===== src/logic/i2c_pkg.sv =====
`default_nettype none

package i2c_pkg;

    // Bus field widths
    localparam int ADDR_W = 7;
    localparam int BYTE_W = 8;
    localparam int REG_ADDR_W = 8;

    // Direction bit appended to the slave address
    localparam logic RW_WRITE = 1'b0;
    localparam logic RW_READ = 1'b1;

    typedef logic [BYTE_W-1:0] byte_t;

    // Byte states span nine bit slots, the last one is the acknowledge
    typedef enum logic [2:0] {
        IDLE, START, ADDR_BYTE, REG_BYTE, RESTART, DATA_BYTE, STOP
    } state_t;

    // Source of the next byte loaded into the transmitter
    typedef enum logic [1:0] {
        ADDR_WRITE, ADDR_READ, REG, DATA
    } byte_src_t;

endpackage

`default_nettype wire


===== src/logic/i2c_data_path.sv =====
`timescale 1ns/10ps
`default_nettype none

module i2c_data_path import i2c_pkg::*; #(
    parameter int DATA_BYTES = 4,
    localparam int IDX_W = $clog2(DATA_BYTES + 1)
) (
    input wire clk,
    input wire rst,
    input wire [ADDR_W-1:0] slave_addr,
    input wire rw,
    input wire [REG_ADDR_W-1:0] reg_addr,
    input wire [DATA_BYTES*BYTE_W-1:0] wdata,
    input wire cmd_load,
    input wire tx_load,
    input wire byte_src_t tx_src,
    input wire [IDX_W-1:0] byte_index,
    input wire tx_shift,
    input wire rx_shift,
    input wire rx_store,
    input wire sda_in,
    output logic tx_bit,
    output logic [DATA_BYTES*BYTE_W-1:0] rdata
);

    logic [ADDR_W-1:0] addr_q;
    logic [REG_ADDR_W-1:0] reg_q;
    logic [DATA_BYTES*BYTE_W-1:0] wdata_q;
    byte_t tx_q;
    byte_t rx_q;
    byte_t src_byte;

    always_ff @(posedge clk) begin
        if (cmd_load) begin
            addr_q <= slave_addr;
            reg_q <= reg_addr;
            wdata_q <= wdata;
        end
    end

    // Data bytes counted from the most significant end of wdata
    always_comb begin
        case (tx_src)
            ADDR_WRITE: src_byte = {addr_q, RW_WRITE};
            ADDR_READ: src_byte = {addr_q, RW_READ};
            REG: src_byte = reg_q;
            default: src_byte = wdata_q[(DATA_BYTES - int'(byte_index)) * BYTE_W - 1 -: BYTE_W];
        endcase
    end

    always_ff @(posedge clk) begin
        if (tx_load) begin
            tx_q <= src_byte;
        end else if (tx_shift) begin
            tx_q <= {tx_q[BYTE_W-2:0], 1'b0};
        end
        if (rx_shift) begin
            rx_q <= {rx_q[BYTE_W-2:0], sda_in};
        end
    end

    assign tx_bit = tx_q[BYTE_W-1];

    // Cleared when a read starts, so an aborted read leaves zeros behind
    always_ff @(posedge clk) begin
        if (rst) begin
            rdata <= '0;
        end else if (cmd_load && rw == RW_READ) begin
            rdata <= '0;
        end else if (rx_store) begin
            rdata[(DATA_BYTES - int'(byte_index)) * BYTE_W - 1 -: BYTE_W] <= rx_q;
        end
    end

    a_load_not_cmd: assert property (@(posedge clk) disable iff (rst)
        cmd_load |-> !tx_load);

endmodule

`default_nettype wire


===== src/logic/i2c_master_top.sv =====
`timescale 1ns/10ps
`default_nettype none

module i2c_master_top import i2c_pkg::*; #(
    parameter int DATA_BYTES = 4,
    parameter int SCL_QUARTER = 4,
    localparam int IDX_W = $clog2(DATA_BYTES + 1)
) (
    input wire clk,
    input wire rst,
    input wire start,
    input wire rw,
    input wire [ADDR_W-1:0] slave_addr,
    input wire [REG_ADDR_W-1:0] reg_addr,
    input wire [DATA_BYTES*BYTE_W-1:0] wdata,
    output logic busy,
    output logic done,
    output logic nack,
    output logic [DATA_BYTES*BYTE_W-1:0] rdata,
    output logic scl,
    output logic sda_out,
    input wire sda_in
);

    logic run;
    logic [1:0] quarter;
    logic quarter_tick;
    logic bit_done;
    logic cmd_load;
    logic tx_load;
    byte_src_t tx_src;
    logic [IDX_W-1:0] byte_index;
    logic tx_shift;
    logic rx_shift;
    logic rx_store;
    logic tx_bit;

    i2c_scl_gen #(
        .SCL_QUARTER(SCL_QUARTER)
    ) u_scl_gen (
        .clk(clk),
        .rst(rst),
        .run(run),
        .scl(scl),
        .quarter(quarter),
        .quarter_tick(quarter_tick),
        .bit_done(bit_done)
    );

    i2c_sequencer #(
        .DATA_BYTES(DATA_BYTES)
    ) u_sequencer (
        .clk(clk),
        .rst(rst),
        .start(start),
        .rw(rw),
        .quarter(quarter),
        .quarter_tick(quarter_tick),
        .bit_done(bit_done),
        .sda_in(sda_in),
        .tx_bit(tx_bit),
        .run(run),
        .sda_out(sda_out),
        .cmd_load(cmd_load),
        .tx_load(tx_load),
        .tx_src(tx_src),
        .byte_index(byte_index),
        .tx_shift(tx_shift),
        .rx_shift(rx_shift),
        .rx_store(rx_store),
        .busy(busy),
        .done(done),
        .nack(nack)
    );

    i2c_data_path #(
        .DATA_BYTES(DATA_BYTES)
    ) u_data_path (
        .clk(clk),
        .rst(rst),
        .slave_addr(slave_addr),
        .rw(rw),
        .reg_addr(reg_addr),
        .wdata(wdata),
        .cmd_load(cmd_load),
        .tx_load(tx_load),
        .tx_src(tx_src),
        .byte_index(byte_index),
        .tx_shift(tx_shift),
        .rx_shift(rx_shift),
        .rx_store(rx_store),
        .sda_in(sda_in),
        .tx_bit(tx_bit),
        .rdata(rdata)
    );

endmodule

`default_nettype wire


===== src/logic/i2c_scl_gen.sv =====
`timescale 1ns/10ps
`default_nettype none

module i2c_scl_gen #(
    parameter int SCL_QUARTER = 4,
    localparam int CNT_W = (SCL_QUARTER > 1) ? $clog2(SCL_QUARTER) : 1
) (
    input wire clk,
    input wire rst,
    input wire run,
    output logic scl,
    output logic [1:0] quarter,
    output logic quarter_tick,
    output logic bit_done
);

    localparam logic [CNT_W-1:0] CNT_LAST = CNT_W'(SCL_QUARTER - 1);

    logic [CNT_W-1:0] cnt;
    logic quarter_end;

    assign quarter_end = cnt == CNT_LAST;

    // Divider restarts from quarter 0 whenever the sequencer stops it
    always_ff @(posedge clk) begin
        if (rst || !run) begin
            cnt <= '0;
            quarter <= 2'd0;
        end else if (quarter_end) begin
            cnt <= '0;
            quarter <= quarter + 2'd1;
        end else begin
            cnt <= cnt + CNT_W'(1);
        end
    end

    // Low in quarters 0 and 1, high in 2 and 3, high when idle
    always_ff @(posedge clk) begin
        if (rst) begin
            scl <= 1'b1;
        end else begin
            scl <= !run || quarter[1];
        end
    end

    assign quarter_tick = run && cnt == '0;
    assign bit_done = run && quarter_end && quarter == 2'd3;

    // Quarter 3 runs its full length before the slot closes
    a_bit_done_q3: assert property (@(posedge clk) disable iff (rst)
        (quarter_tick && quarter == 2'd3) |-> ##(SCL_QUARTER - 1) bit_done);

endmodule

`default_nettype wire


===== src/logic/i2c_sequencer.sv =====
`timescale 1ns/10ps
`default_nettype none

module i2c_sequencer import i2c_pkg::*; #(
    parameter int DATA_BYTES = 4,
    localparam int IDX_W = $clog2(DATA_BYTES + 1)
) (
    input wire clk,
    input wire rst,
    input wire start,
    input wire rw,
    input wire [1:0] quarter,
    input wire quarter_tick,
    input wire bit_done,
    input wire sda_in,
    input wire tx_bit,
    output logic run,
    output logic sda_out,
    output logic cmd_load,
    output logic tx_load,
    output byte_src_t tx_src,
    output logic [IDX_W-1:0] byte_index,
    output logic tx_shift,
    output logic rx_shift,
    output logic rx_store,
    output logic busy,
    output logic done,
    output logic nack
);

    state_t state;
    state_t state_next;
    logic rw_q;
    logic second_addr;
    logic [3:0] bit_cnt;
    logic sda_smp;
    logic accept;
    logic q0_tick;
    logic q3_tick;
    logic in_byte;
    logic ack_slot;
    logic byte_end;
    logic reading;
    logic ack_bit;

    assign accept = start && !busy;
    assign run = accept || busy;
    assign cmd_load = accept;
    assign q0_tick = quarter_tick && quarter == 2'd0;
    assign q3_tick = quarter_tick && quarter == 2'd3;
    assign in_byte = state inside {ADDR_BYTE, REG_BYTE, DATA_BYTE};
    assign ack_slot = bit_cnt == 4'd8;
    assign byte_end = bit_done && ack_slot;
    // Master only receives in the data bytes of a read
    assign reading = state == DATA_BYTE && rw_q == RW_READ;
    // Live pin when the sample tick is also the last cycle of the slot
    assign ack_bit = quarter_tick ? sda_in : sda_smp;

    assign tx_shift = q0_tick && in_byte && !ack_slot && !reading;
    assign rx_shift = q3_tick && reading && !ack_slot;
    assign rx_store = q0_tick && reading && ack_slot;

    always_comb begin
        state_next = state;
        tx_load = 1'b0;
        tx_src = DATA;
        case (state)
            IDLE: begin
                if (accept) begin
                    state_next = START;
                end
            end
            START, RESTART: begin
                if (bit_done) begin
                    state_next = ADDR_BYTE;
                    tx_load = 1'b1;
                    tx_src = (state == START) ? ADDR_WRITE : ADDR_READ;
                end
            end
            ADDR_BYTE: begin
                if (byte_end) begin
                    if (ack_bit) begin
                        state_next = STOP;
                    end else if (second_addr) begin
                        state_next = DATA_BYTE;
                    end else begin
                        state_next = REG_BYTE;
                        tx_load = 1'b1;
                        tx_src = REG;
                    end
                end
            end
            REG_BYTE: begin
                if (byte_end) begin
                    if (ack_bit) begin
                        state_next = STOP;
                    end else if (rw_q == RW_READ) begin
                        state_next = RESTART;
                    end else begin
                        state_next = DATA_BYTE;
                        tx_load = 1'b1;
                    end
                end
            end
            DATA_BYTE: begin
                // byte_index already points past the byte just finished
                if (byte_end) begin
                    if (byte_index == IDX_W'(DATA_BYTES) || (!reading && ack_bit)) begin
                        state_next = STOP;
                    end else begin
                        tx_load = !reading;
                    end
                end
            end
            STOP: begin
                if (bit_done) begin
                    state_next = IDLE;
                end
            end
            default: state_next = IDLE;
        endcase
    end

    always_ff @(posedge clk) begin
        if (q3_tick) begin
            sda_smp <= sda_in;
        end
    end

    // Bit counter runs 0 to 8 inside a byte, byte counter over data bytes
    always_ff @(posedge clk) begin
        if (rst) begin
            bit_cnt <= 4'd0;
            byte_index <= '0;
        end else begin
            if (bit_done) begin
                bit_cnt <= (in_byte && !ack_slot) ? bit_cnt + 4'd1 : 4'd0;
            end
            if (accept) begin
                byte_index <= '0;
            end else if (q0_tick && ack_slot && state == DATA_BYTE) begin
                byte_index <= byte_index + IDX_W'(1);
            end
        end
    end

    always_ff @(posedge clk) begin
        if (rst) begin
            state <= IDLE;
            busy <= 1'b0;
            done <= 1'b0;
            nack <= 1'b0;
            rw_q <= RW_WRITE;
            second_addr <= 1'b0;
            sda_out <= 1'b1;
        end else begin
            state <= state_next;
            done <= 1'b0;
            if (accept) begin
                busy <= 1'b1;
                nack <= 1'b0;
                rw_q <= rw;
                second_addr <= 1'b0;
            end
            if (state == STOP && bit_done) begin
                busy <= 1'b0;
                done <= 1'b1;
            end
            if (state == RESTART && bit_done) begin
                second_addr <= 1'b1;
            end
            if (in_byte && byte_end && !reading && ack_bit) begin
                nack <= 1'b1;
            end
            if (q0_tick) begin
                if (state == STOP) begin
                    sda_out <= 1'b0;
                end else if (!in_byte) begin
                    sda_out <= 1'b1;
                end else if (!ack_slot) begin
                    sda_out <= reading ? 1'b1 : tx_bit;
                end else begin
                    // Released for the slave's acknowledge
                    // When reading, the master ACKs each byte but NACKs the last
                    sda_out <= !reading || byte_index == IDX_W'(DATA_BYTES - 1);
                end
            end else if (q3_tick) begin
                if (state == START || state == RESTART) begin
                    sda_out <= 1'b0;
                end else if (state == STOP) begin
                    sda_out <= 1'b1;
                end
            end
        end
    end

    // done marks the cycle busy drops
    a_done_ends_busy: assert property (@(posedge clk) disable iff (rst)
        done |-> !busy && $past(busy));

    a_load_not_shift: assert property (@(posedge clk) disable iff (rst)
        !(tx_load && tx_shift));

endmodule

`default_nettype wire


===== config.mk =====
export PLATFORM = sky130hd
export DESIGN_NAME = i2c_master_top
export DESIGN_NICKNAME = d
export VERILOG_FILES = /design/src/logic/i2c_pkg.sv /design/src/logic/i2c_data_path.sv /design/src/logic/i2c_master_top.sv /design/src/logic/i2c_scl_gen.sv /design/src/logic/i2c_sequencer.sv
export SDC_FILE = /design/constraint.sdc
export NUM_CORES = 1
export LEC_CHECK = 0
export CORE_MARGIN = 2
export CORE_UTILIZATION = 60
export CTS_BUF_LIST = sky130_fd_sc_hd__clkbuf_8
export DETAILED_ROUTE_END_ITERATION = 8
export DONT_BUFFER_PORTS = 1
export GPL_TIMING_DRIVEN = 0
export HOLD_SLACK_MARGIN = 0.1
export PLACE_DENSITY = 0.77
export SYNTH_ARGS = -nofsm -noshare
export SYNTH_HDL_FRONTEND = slang
export SYNTH_HIERARCHICAL = 1
export SYNTH_SLANG_ARGS = --single-unit

===== constraint.sdc =====
create_clock -name clk -period 3.8 [get_ports clk]
set_input_delay 0.57 -clock clk [delete_from_list [all_inputs] [get_ports clk]]
set_output_delay 0.57 -clock clk [all_outputs]
set_load 0.01 [all_outputs]

==> results of run 1 <==
==> kinds of logic (layout without fill, tap and decap cells) <==
| logic type | count (synthesis) | count (layout) | synth area share, % |
|---|---|---|---|
| compound gates | 89 | 89 | 12.0 |
| simple gates | 153 | 153 | 16.4 |
| buf+inv | 39 | 72 | 3.36 |
| xor+xnor | 9 | 9 | 1.58 |
| mux | 21 | 21 | 4.24 |
| fa+ha+maj | 10 | 10 | 2.51 |
| flops | 117 | 117 | 59.9 |
==> worst max path at each step <==
stage,from,endpoint,slack [ns],depth (start not counted)
2_1_floorplan,start,u_data_path/rdata[16],0.69,6
3_3_place_gp,start,u_data_path/rdata[20],-0.12,6
3_5_place_dp,start,u_data_path/tx_q[3],0.52,9
4_1_cts,u_sequencer/busy,u_data_path/tx_q[6],0.61,9
5_1_grt,u_sequencer/busy,u_data_path/tx_q[3],0.37,9
6_report,u_sequencer/busy,u_data_path/tx_q[3],0.60,9
==> layer usage <==
layer	up-vias	GRT usage [%]	part of all wire (%)
li1	1657	-	-
met1	1624	28.7	42
met2	127	37.6	49
met3	11	7.75	8.0
met4	0	9.42	1.4
met5	-	0	0
==> cell usage in the layout, fill, tap and decap left out, drive strengths merged, types with 20 or more instances in the layout <==
master,netlist,routed
edfxtp,64,64
dfxtp,53,53
nand3,34,34
clkbuf,16,34
nand2,30,30
nor2,27,27
o21ai,27,27
inv,16,25
a21oi,23,23
mux2i,20,20
==> power by group through the flow <==
stage	clock network [mW]	registers, mW	logic (mW)
global placement	0	1.42	0.106
detailed placement	0	1.42	0.110
global route	1.27	1.39	0.124
finish	1.20	1.39	0.112
floorplan	0	1.42	0.0849
CTS	1.22	1.39	0.111
==> per-stage QoR <==
step / worst slack (ns) / hold WS, ns
after global routing: 0.366 / 0.193
final: 0.602 / 0.218
after floorplan: 0.686 / 0.423
after CTS: 0.613 / 0.197
after global placement: -0.116 / 0.434
after detailed placement: 0.519 / 0.440
==> registers in the layout, indices dropped and copies added, names as in the netlist, 2 cells and up <==
name and count:
u_data_path/addr_q 7, u_data_path/wdata_q 32, u_data_path/tx_q 8, u_sequencer/byte_index 3, u_sequencer/bit_cnt 4, u_scl_gen/cnt 2, u_data_path/reg_q 8, u_sequencer/state 3
u_data_path/rx_q 8, u_data_path/rdata 32, u_scl_gen/quarter 2
==> worst max-delay path, stage by stage, from the launching register on <==
cell and delay, ns:
sky130_fd_sc_hd__dfxtp_1 0.43, sky130_fd_sc_hd__nor2_1 0.11, sky130_fd_sc_hd__inv_1 0.12, sky130_fd_sc_hd__and2_1 0.22, sky130_fd_sc_hd__mux2i_1 0.55, sky130_fd_sc_hd__a31oi_1 0.15, sky130_fd_sc_hd__a211oi_1 0.28, sky130_fd_sc_hd__clkbuf_1 0.30
sky130_fd_sc_hd__clkbuf_1 0.42, sky130_fd_sc_hd__or2_2 0.32
==> final cells by class <==
| class | instances | area (um2) |
|---|---|---|
| buffer | 23 | 109 |
| clock buffer | 18 | 248 |
| clock inverter | 14 | 171 |
| fill | 595 | 2580 |
| inverter | 16 | 60.1 |
| multi-input combinational | 282 | 1830 |
| sequential | 117 | 2980 |
| tap | 105 | 131 |
| timing repair buffer | 1 | 20.0 |
==> cells in the mapped netlist (2+ instances only) <==
library cell               number  area (um2)
sky130_fd_sc_hd__nor2b_1       15        93.8
sky130_fd_sc_hd__edfxtp_1      64        1920
sky130_fd_sc_hd__a31oi_1        3        18.8
sky130_fd_sc_hd__clkbuf_1      16        60.1
sky130_fd_sc_hd__a21oi_1       22         110
sky130_fd_sc_hd__nand2b_1       2        12.5
sky130_fd_sc_hd__inv_1         15        56.3
sky130_fd_sc_hd__a21o_1         3        22.5
sky130_fd_sc_hd__xnor2_1        5        43.8
sky130_fd_sc_hd__o211ai_1       6        45.0
sky130_fd_sc_hd__nor3b_1        2        15.0
sky130_fd_sc_hd__a21boi_0       3        22.5
sky130_fd_sc_hd__mux2i_1       20         200
sky130_fd_sc_hd__dfxtp_1       53        1060
sky130_fd_sc_hd__nand3b_1      13        97.6
sky130_fd_sc_hd__buf_2          5        25.0
sky130_fd_sc_hd__ha_1          10         125
sky130_fd_sc_hd__nor3_1         8        40.0
sky130_fd_sc_hd__nand2_1       30         113
sky130_fd_sc_hd__xor2_1         4        35.0
sky130_fd_sc_hd__nor2_1        27         101
sky130_fd_sc_hd__o21ai_0       27         135
sky130_fd_sc_hd__buf_6          2        22.5
sky130_fd_sc_hd__nand4_1        5        31.3
sky130_fd_sc_hd__nand4b_1       3        26.3
sky130_fd_sc_hd__o22a_1         7        61.3
sky130_fd_sc_hd__o22ai_1        3        18.8
sky130_fd_sc_hd__nand3_1       34         170
==> flow_metrics.tcl, run 1 <==
set metrics [dict create \
    wirelength_um 9980 \
    post-cts-setup-buffer-count 0 \
    crit_type "reg2reg" \
    synth.lib_cells_used.distinct 59 \
    finalNetCount 520 \
    setup.worst_path.start_class "register" \
    cap_viol_max_count 0 \
    hpwl_um 6950 \
    num_antenna_cells 0 \
    grt.total_usage_pct 23.2 \
    p_clk_share_pct 44.4 \
    cts_tree "yes" \
    p_seq_share_pct 51.5 \
    post_drt_via_cell_ratio 5.94 \
    min_path_cells 1 \
    syn-cell-area_mm2 0.00498 \
    syn_area_per_cell_um2 11.4 \
    maximum_resistive_drop_on_vdd_uv 318 \
    share_comb_of_total_power_pct 4.1 \
    worstPathArrival_ns 3.32 \
    timing.final.hold_violations 0 \
    final_core_util_pct 68.3 \
    synth_sequential_area_ratio_pct 59.9 \
    maxSlewViolCount 0 \
    powerDensity_mw_per_mm2 486 \
    placementRows 33 \
    worstPathRequired_ns 3.92 \
    clockRootBuffer "sky130_fd_sc_hd__clkbuf_8" \
    yosysWarningCount 6 \
    cts.repair.resized 0 \
    largest_net_degree_at_the_start_of_global_routing 40 \
    cts_sinks 117 \
    drc 0 \
    grt_first_pass_wirelength_um 15700 \
    finalSetupViolations 0 \
    cts-hold-fix-buffers 0 \
    flow.area_growth_from_synthesis_pct 11.5 \
    clk-insertion-delay-late_ns 0.42 \
    power.total_mw 2.70 \
    vias 3419 \
    route.detailed.wl_per_inst_um 17.3 \
    start_util_pct 61.3 \
    worstRegToRegCells 9 \
    status "finished clean" \
    hp-class "in2reg" \
    worst-path-max-fanout 10 \
    fin_skew_ns 0.0139 \
    final_period_minus_worst_setup_slack_ns 3.20 \
    total_iterations_of_the_first_detailed_routing_run 6 \
    final_period_utilization_pct 84.2 \
    proportion_of_layout_cells_with_a_drive_suffix_above_1_pct 11.0 \
    timing.max_slew.rel_slack_pct 31.7 \
    grt-ovfl-total 0 \
    worst_hold_path.endpoint "u_sequencer/bit_cnt[1]" \
    switching_power_mw 0.612 \
    drtAntennaViolNets 0 \
    rsz0062_at_grt "no" \
    post_synthesis_net_count 500 \
    post_dp_cell_area_mm2 0.00514 \
    endpoint_kind "register" \
    cts-htree-levels 4 \
    layoutNonFillerInstCount 576 \
    initial_drc_count 205 \
    tightest_slew_ns 1.02 \
    regToRegStartpoint "u_sequencer/busy" \
    totalNegativeSetupSlack_ns 0 \
    finish.instance_area_mm2 0.00556 \
    postSynth.topFlopCell "sky130_fd_sc_hd__edfxtp_1" \
    design.die.area_mm2 0.00905 \
    swShare_pct 22.6 \
    die_x_um 95.1 \
    clock_tree.buffer_depth 2 \
    fmaxAchievable_mhz 313 \
    gp_routability_congestion 0.912 \
    number_of_enable_flip_flop_cells_after_synthesis 64 \
    core_mm2 0.00813 \
    holdCritStartpoint "rst" \
    cts_buffers 17 \
    buffer_ports.inserted 0 \
    cts.clk_slew.worst_paths_ns 0.07 \
    chipHeight_um 95.1 \
    antenna_found_initial 0 \
    timing.reg2reg.setup_slack_ns 0.60 \
    num_io_pins 89 \
    first_global_vias 3202 \
    async_reset_ff_share_pct 0 \
    ys_seq_elements 117 \
    critical_path.reg2reg.endpoint "u_data_path/tx_q[3]" \
    internal_power_mw 2.09 \
    leakage_nw 1.97 \
    synthCells 438 \
    place_inst 544 \
]
(Power assumes the default switching activity.)
==> inputs of run 2 (changes only) <==
--- a/config.mk
+++ b/config.mk
@@ -6,13 +6,13 @@
 export NUM_CORES = 1
 export LEC_CHECK = 0
 export CORE_MARGIN = 2
-export CORE_UTILIZATION = 60
+export CORE_UTILIZATION = 59
 export CTS_BUF_LIST = sky130_fd_sc_hd__clkbuf_8
 export DETAILED_ROUTE_END_ITERATION = 8
 export DONT_BUFFER_PORTS = 1
 export GPL_TIMING_DRIVEN = 0
 export HOLD_SLACK_MARGIN = 0.1
-export PLACE_DENSITY = 0.77
+export PLACE_DENSITY = 0.79
 export SYNTH_ARGS = -nofsm -noshare
 export SYNTH_HDL_FRONTEND = slang
 export SYNTH_HIERARCHICAL = 1
==> constraint.sdc (replaced) <==
create_clock -name clk -period 2.8 [get_ports clk]
set_input_delay 0.42 -clock clk [delete_from_list [all_inputs] [get_ports clk]]
set_output_delay 0.42 -clock clk [all_outputs]
set_load 0.01 [all_outputs]
==> flow_metrics.tcl, run 2 (synthesis gave the netlist of run 1 again) <==
set metrics [dict create \
    clockRootBuffer "sky130_fd_sc_hd__clkbuf_8" \
    core_mm2 0.00822 \
    antenna_found_initial 0 \
    fin_skew_ns 0.00889 \
    worstPathArrival_ns 3.04 \
    cts-htree-levels 4 \
    final_core_util_pct 73.9 \
    worstRegToRegCells 11 \
    powerDensity_mw_per_mm2 605 \
    endpoint_kind "register" \
    design.die.area_mm2 0.00920 \
    total_iterations_of_the_first_detailed_routing_run 5 \
    fin_ws_ns 0.0479 \
    hpwl_um 7000 \
    first_global_vias 3669 \
    gp_routability_congestion 0.865 \
    start_util_pct 60.7 \
    status "finished clean" \
    power.total_mw 3.67 \
    worst_hold_path.endpoint "u_sequencer/rw_q" \
    hp-class "in2reg" \
    final_period_utilization_pct 98.3 \
    initial_drc_count 313 \
    mostFrequentLayoutCell "sky130_fd_sc_hd__edfxtp_1" \
    swShare_pct 24.4 \
    flow.area_growth_from_synthesis_pct 21.8 \
    cts.clk_slew.worst_paths_ns 0.07 \
    grt.total_usage_pct 27.2 \
    timing.max_slew.rel_slack_pct 19.7 \
    tightest_slew_ns 1.20 \
    cts_sinks 117 \
    buffer_ports.inserted 0 \
    cts_tree "yes" \
    fillerInstances 535 \
    timing.reg2reg.setup_slack_ns 0.05 \
    layout_top_registers "u_data_path/rdata: 32 flops, u_data_path/wdata_q: 32 flops" \
    wirelength_um 12100 \
    placementRows 33 \
    internal_power_mw 2.78 \
    cap_viol_max_count 0 \
    dp_slack_ns -0.419 \
    final_period_minus_worst_setup_slack_ns 2.75 \
    timing.final.hold_violations 0 \
    num_antenna_cells 0 \
    finish.instance_area_mm2 0.00607 \
    proportion_of_layout_cells_with_a_drive_suffix_above_1_pct 12.0 \
    drtAntennaViolNets 0 \
    route.detailed.wl_per_inst_um 19.3 \
    leakage_nw 2.17 \
    grt_first_pass_wirelength_um 18200 \
    switching_power_mw 0.896 \
    holdCritStartpoint "rw" \
    share_comb_of_total_power_pct 5.8 \
    clk-insertion-delay-late_ns 0.43 \
    maximum_resistive_drop_on_vdd_uv 450 \
    worstPathRequired_ns 3.09 \
    finalSetupViolations 0 \
    crit_type "reg2reg" \
    finalNetCount 572 \
    worst-path-max-fanout 7 \
    largest_net_degree_at_the_start_of_global_routing 57 \
    post_drt_via_cell_ratio 6.02 \
    critical_path.reg2reg.endpoint "u_data_path/tx_q[6]" \
    fmaxAchievable_mhz 363 \
    chipHeight_um 95.9 \
    p_clk_share_pct 42.7 \
    grt-ovfl-total 0 \
    min_path_cells 2 \
    commonest_cells_after_routing_fill_and_taps_aside "64 x sky130_fd_sc_hd__edfxtp_1, 52 x sky130_fd_sc_hd__dfxtp_1, 49 x sky130_fd_sc_hd__dlygate4sd3_1" \
    vias 3781 \
    maxSlewViolCount 0 \
    regToRegStartpoint "u_sequencer/busy" \
    cts_buffers 17 \
    post_dp_cell_area_mm2 0.00512 \
    worst_hold_slack_ns 0.156 \
    p_seq_share_pct 51.5 \
    setup.worst_path.start_class "register" \
    clock_tree.buffer_depth 2 \
    drc 0 \
    num_io_pins 89 \
    die_x_um 95.9 \
]
run 2: cell count changes in the layout (fill, tap and decap cells not counted), moves of 2 or more:
cell	delta
sky130_fd_sc_hd__buf_2	+2
sky130_fd_sc_hd__clkinv_4	+2
sky130_fd_sc_hd__clkinvlp_4	+2
sky130_fd_sc_hd__clkbuf_1	-3
sky130_fd_sc_hd__buf_4	+5
sky130_fd_sc_hd__inv_4	-4
sky130_fd_sc_hd__inv_6	+2
sky130_fd_sc_hd__dlygate4sd3_1	+49
run 2: repair_timing:
action,in CTS,in global routing
pin swaps,0,3
hold buffers,49,0
hold endpoints to repair,51,0
resized for setup,4,7
setup buffers,0,5
setup endpoints to repair,16,40
run 2: worst max path at each step:
stage | endpoint | slack [ns] | from
final | u_data_path/tx_q[6] | 0.05 | u_sequencer/busy
after global routing | u_data_path/tx_q[5] | -0.06 | u_sequencer/byte_index[0]
after CTS | u_data_path/tx_q[6] | 0.03 | u_sequencer/busy
after detailed placement | u_data_path/tx_q[3] | -0.42 | u_sequencer/busy
after global placement | u_data_path/tx_q[3] | -0.36 | u_sequencer/busy
after floorplan | u_data_path/tx_q[0] | 0.29 | u_sequencer/busy
run 2: stage by stage:
stage                     cells  setup TNS (ns)
final                       628               0
after global routing        628          -0.338
after CTS                   623               0
after detailed placement    543           -4.68
after global placement      543           -3.69
after floorplan             438               0
run 2: critical path, stage by stage (launching register included):
cell and delay [ns]:
sky130_fd_sc_hd__dfxtp_1 0.38, sky130_fd_sc_hd__nor2_2 0.16, sky130_fd_sc_hd__inv_1 0.10, sky130_fd_sc_hd__and2_1 0.21
sky130_fd_sc_hd__mux2i_4 0.22, sky130_fd_sc_hd__a41o_1 0.23, sky130_fd_sc_hd__nand3b_1 0.16, sky130_fd_sc_hd__nand2_1 0.11
sky130_fd_sc_hd__or4_4 0.42, sky130_fd_sc_hd__buf_6 0.16, sky130_fd_sc_hd__o211ai_1 0.26, sky130_fd_sc_hd__o22a_1 0.22
run 2: metal layers:
metal | track usage (%) | part of all wire [%]
met1 | 31.4 | 38
met2 | 47.0 | 52
met3 | 8.54 | 8.4
met4 | 11.2 | 1.8
met5 | 0 | 0
run 2: cell type report:
class / count / area, um2 / share of cell area [%]
flip-flops and latches: 117 / 2980 / 49.2
multi-input cells: 282 / 1860 / 30.6
repair buffers: 54 / 528 / 8.70
clock buffers: 17 / 234 / 3.85
clock inverters: 15 / 168 / 2.76
well taps: 105 / 131 / 2.16
plain buffers: 22 / 108 / 1.77
inverters: 16 / 60.1 / 0.989
run 2: power by group through the flow:
stage	combinational [mW]	clock (mW)	sequential, mW
3_3_place_gp	0.144	0	1.93
4_1_cts	0.203	1.56	1.89
2_1_floorplan	0.115	0	1.92
3_5_place_dp	0.146	0	1.93
5_1_grt	0.232	1.65	1.89
6_report	0.214	1.57	1.89
==> inputs of run 3 (changes only) <==
--- a/config.mk
+++ b/config.mk
@@ -5,8 +5,10 @@
 export SDC_FILE = /design/constraint.sdc
 export NUM_CORES = 1
 export LEC_CHECK = 0
+export CELL_PAD_IN_SITES_DETAIL_PLACEMENT = 2
+export CELL_PAD_IN_SITES_GLOBAL_PLACEMENT = 2
 export CORE_MARGIN = 2
-export CORE_UTILIZATION = 59
+export CORE_UTILIZATION = 39
 export CTS_BUF_LIST = sky130_fd_sc_hd__clkbuf_8
 export DETAILED_ROUTE_END_ITERATION = 8
 export DONT_BUFFER_PORTS = 1
==> flow_metrics.tcl, run 3 (synthesis gave the netlist of run 1 again) <==
set metrics [dict create \
    antenna_found_initial 0 \
    worst-path-max-fanout 10 \
    final_period_utilization_pct 96.3 \
    layout_top_registers "u_data_path/rdata: 32 flops, u_data_path/wdata_q: 32 flops" \
    buffer_ports.inserted 0 \
    sequential_cell_area_mm2 0.00299 \
    route.detailed.wl_per_inst_um 23.1 \
    die_x_um 117 \
    min_path_cells 2 \
    final_period_minus_worst_setup_slack_ns 2.70 \
    num_io_pins 89 \
    wirelength_um 16100 \
    mostFrequentLayoutCell "sky130_fd_sc_hd__edfxtp_1" \
    leakage_nw 2.22 \
    timing.critical_path.max_delay_family "compound AO/OA/AOI/OAI gates" \
    worstSetupPathDepth 11 \
    clk-insertion-delay-late_ns 0.46 \
    crit_type "reg2reg" \
    area_of_the_multi_input_gates_mm2 0.00188 \
    drc 0 \
    grt_first_pass_wirelength_um 24000 \
    fmaxAchievable_mhz 371 \
    grt.total_usage_pct 24.7 \
    setup.worst_path.start_class "register" \
    timing.final.hold_violations 0 \
    clockRootBuffer "sky130_fd_sc_hd__clkbuf_8" \
    cts_buffers 17 \
    flow.area_growth_from_synthesis_pct 25.6 \
    slowest_delay_ns 0.41 \
    maximum_resistive_drop_on_vdd_uv 411 \
    largest_net_degree_at_the_start_of_global_routing 57 \
    worstPathRequired_ns 3.00 \
    tightest_slew_ns 1.17 \
    first_global_vias 4263 \
    initial_drc_count 317 \
    endpoint_kind "register" \
    proportion_of_layout_cells_with_a_drive_suffix_above_1_pct 14.3 \
    worstPathArrival_ns 2.90 \
    totalNegativeSetupSlack_ns 0 \
    grt-ovfl-total 0 \
    num_antenna_cells 0 \
    hpwl_um 9360 \
    cp.buffers_inverters 3 \
    timing.reg2reg.setup_slack_ns 0.10 \
    critPathMostFrequentCell "sky130_fd_sc_hd__clkbuf_4" \
    hp-class "in2reg" \
    final_core_util_pct 49.8 \
    chipHeight_um 117 \
    clock_tree.buffer_depth 2 \
    cts_tree "yes" \
    gp_routability_congestion 0.845 \
    cts-htree-levels 4 \
    timing.max_slew.rel_slack_pct 21.6 \
    cts_sinks 117 \
    drtAntennaViolNets 0 \
    fin_skew_ns 0.0153 \
    worst_hold_slack_ns 0.172 \
    commonest_cells_after_routing_fill_and_taps_aside "64 x sky130_fd_sc_hd__edfxtp_1, 50 x sky130_fd_sc_hd__dlygate4sd3_1, 49 x sky130_fd_sc_hd__dfxtp_1" \
    cap_viol_max_count 0 \
    design.die.area_mm2 0.0137 \
    post_drt_via_cell_ratio 5.51 \
    total_iterations_of_the_first_detailed_routing_run 4 \
    core_mm2 0.0126 \
    critPathSlowestCell "sky130_fd_sc_hd__dfxtp_4" \
    status "finished clean" \
    cts.clk_slew.worst_paths_ns 0.08 \
    finalNetCount 574 \
    vias 3839 \
    fillerInstances 1243 \
    worstPathCellList "inv_1, ha_1, nand2_1, a21boi_0, o32ai_2, a31oi_1, a211oi_2, clkbuf_4, clkbuf_4, o211ai_2, o22a_1" \
    finalSetupViolations 0 \
    placementRows 41 \
    powerDensity_mw_per_mm2 629 \
    start_util_pct 39.7 \
    worstRegToRegCells 11 \
    maxSlewViolCount 0 \
]
==> run 3: final cells by class <==
type | instances | area share [%]
Buffer | 22 | 1.88
Clock buffer | 17 | 3.74
Clock inverter | 15 | 3.52
Inverter | 16 | 0.960
Multi-Input combinational cell | 282 | 30.0
Sequential cell | 117 | 47.8
Tap cell | 172 | 3.44
Timing Repair Buffer | 56 | 8.72
==> run 3: per-stage QoR <==
stage,instance area [um2],setup slack (ns),power (mW),std cells
final,6260,0.103,3.94,697
after floorplan,4980,0.290,2.03,438
after global placement,5200,-0.400,2.07,610
after global routing,6260,-0.00122,4.07,697
after detailed placement,5200,-0.506,2.08,610
after CTS,6190,0.0127,3.94,692
==> run 3: worst paths after layout <==
check,startpoint,to
max,u_sequencer/byte_index[0],u_data_path/tx_q[5]
min,rst,u_scl_gen/cnt[0]
max reg2reg,u_sequencer/byte_index[0],u_data_path/tx_q[5]
min reg2reg,u_scl_gen/cnt[0],u_scl_gen/cnt[0]
==> run 3: repair_timing <==
item                                    CTS  global route
setup buffers                             1             5
hold buffers                             50             0
pin swaps                                 1             7
endpoints found under the setup margin   26            48
cloned                                    0             0
endpoints found under the hold margin    52             0
resized for setup                         9            19
==> run 3: power by group <==
part | total (mW) | internal [mW] | switching [mW] | leakage [nW]
combinational | 0.231 | 0.104 | 0.127 | 0.961
clock | 1.81 | 0.996 | 0.813 | 0.225
sequential | 1.90 | 1.86 | 0.0325 | 1.03
total | 3.94 | 2.96 | 0.972 | 2.22
==> run 3: metal layers <==
layer	wire length [um]	vias up	track usage [%]
met5	0	-	0
li1	-	1760	-
met2	8650	125	45.0
met4	486	0	11.1
met1	5880	1923	25.4
met3	1090	31	8.75
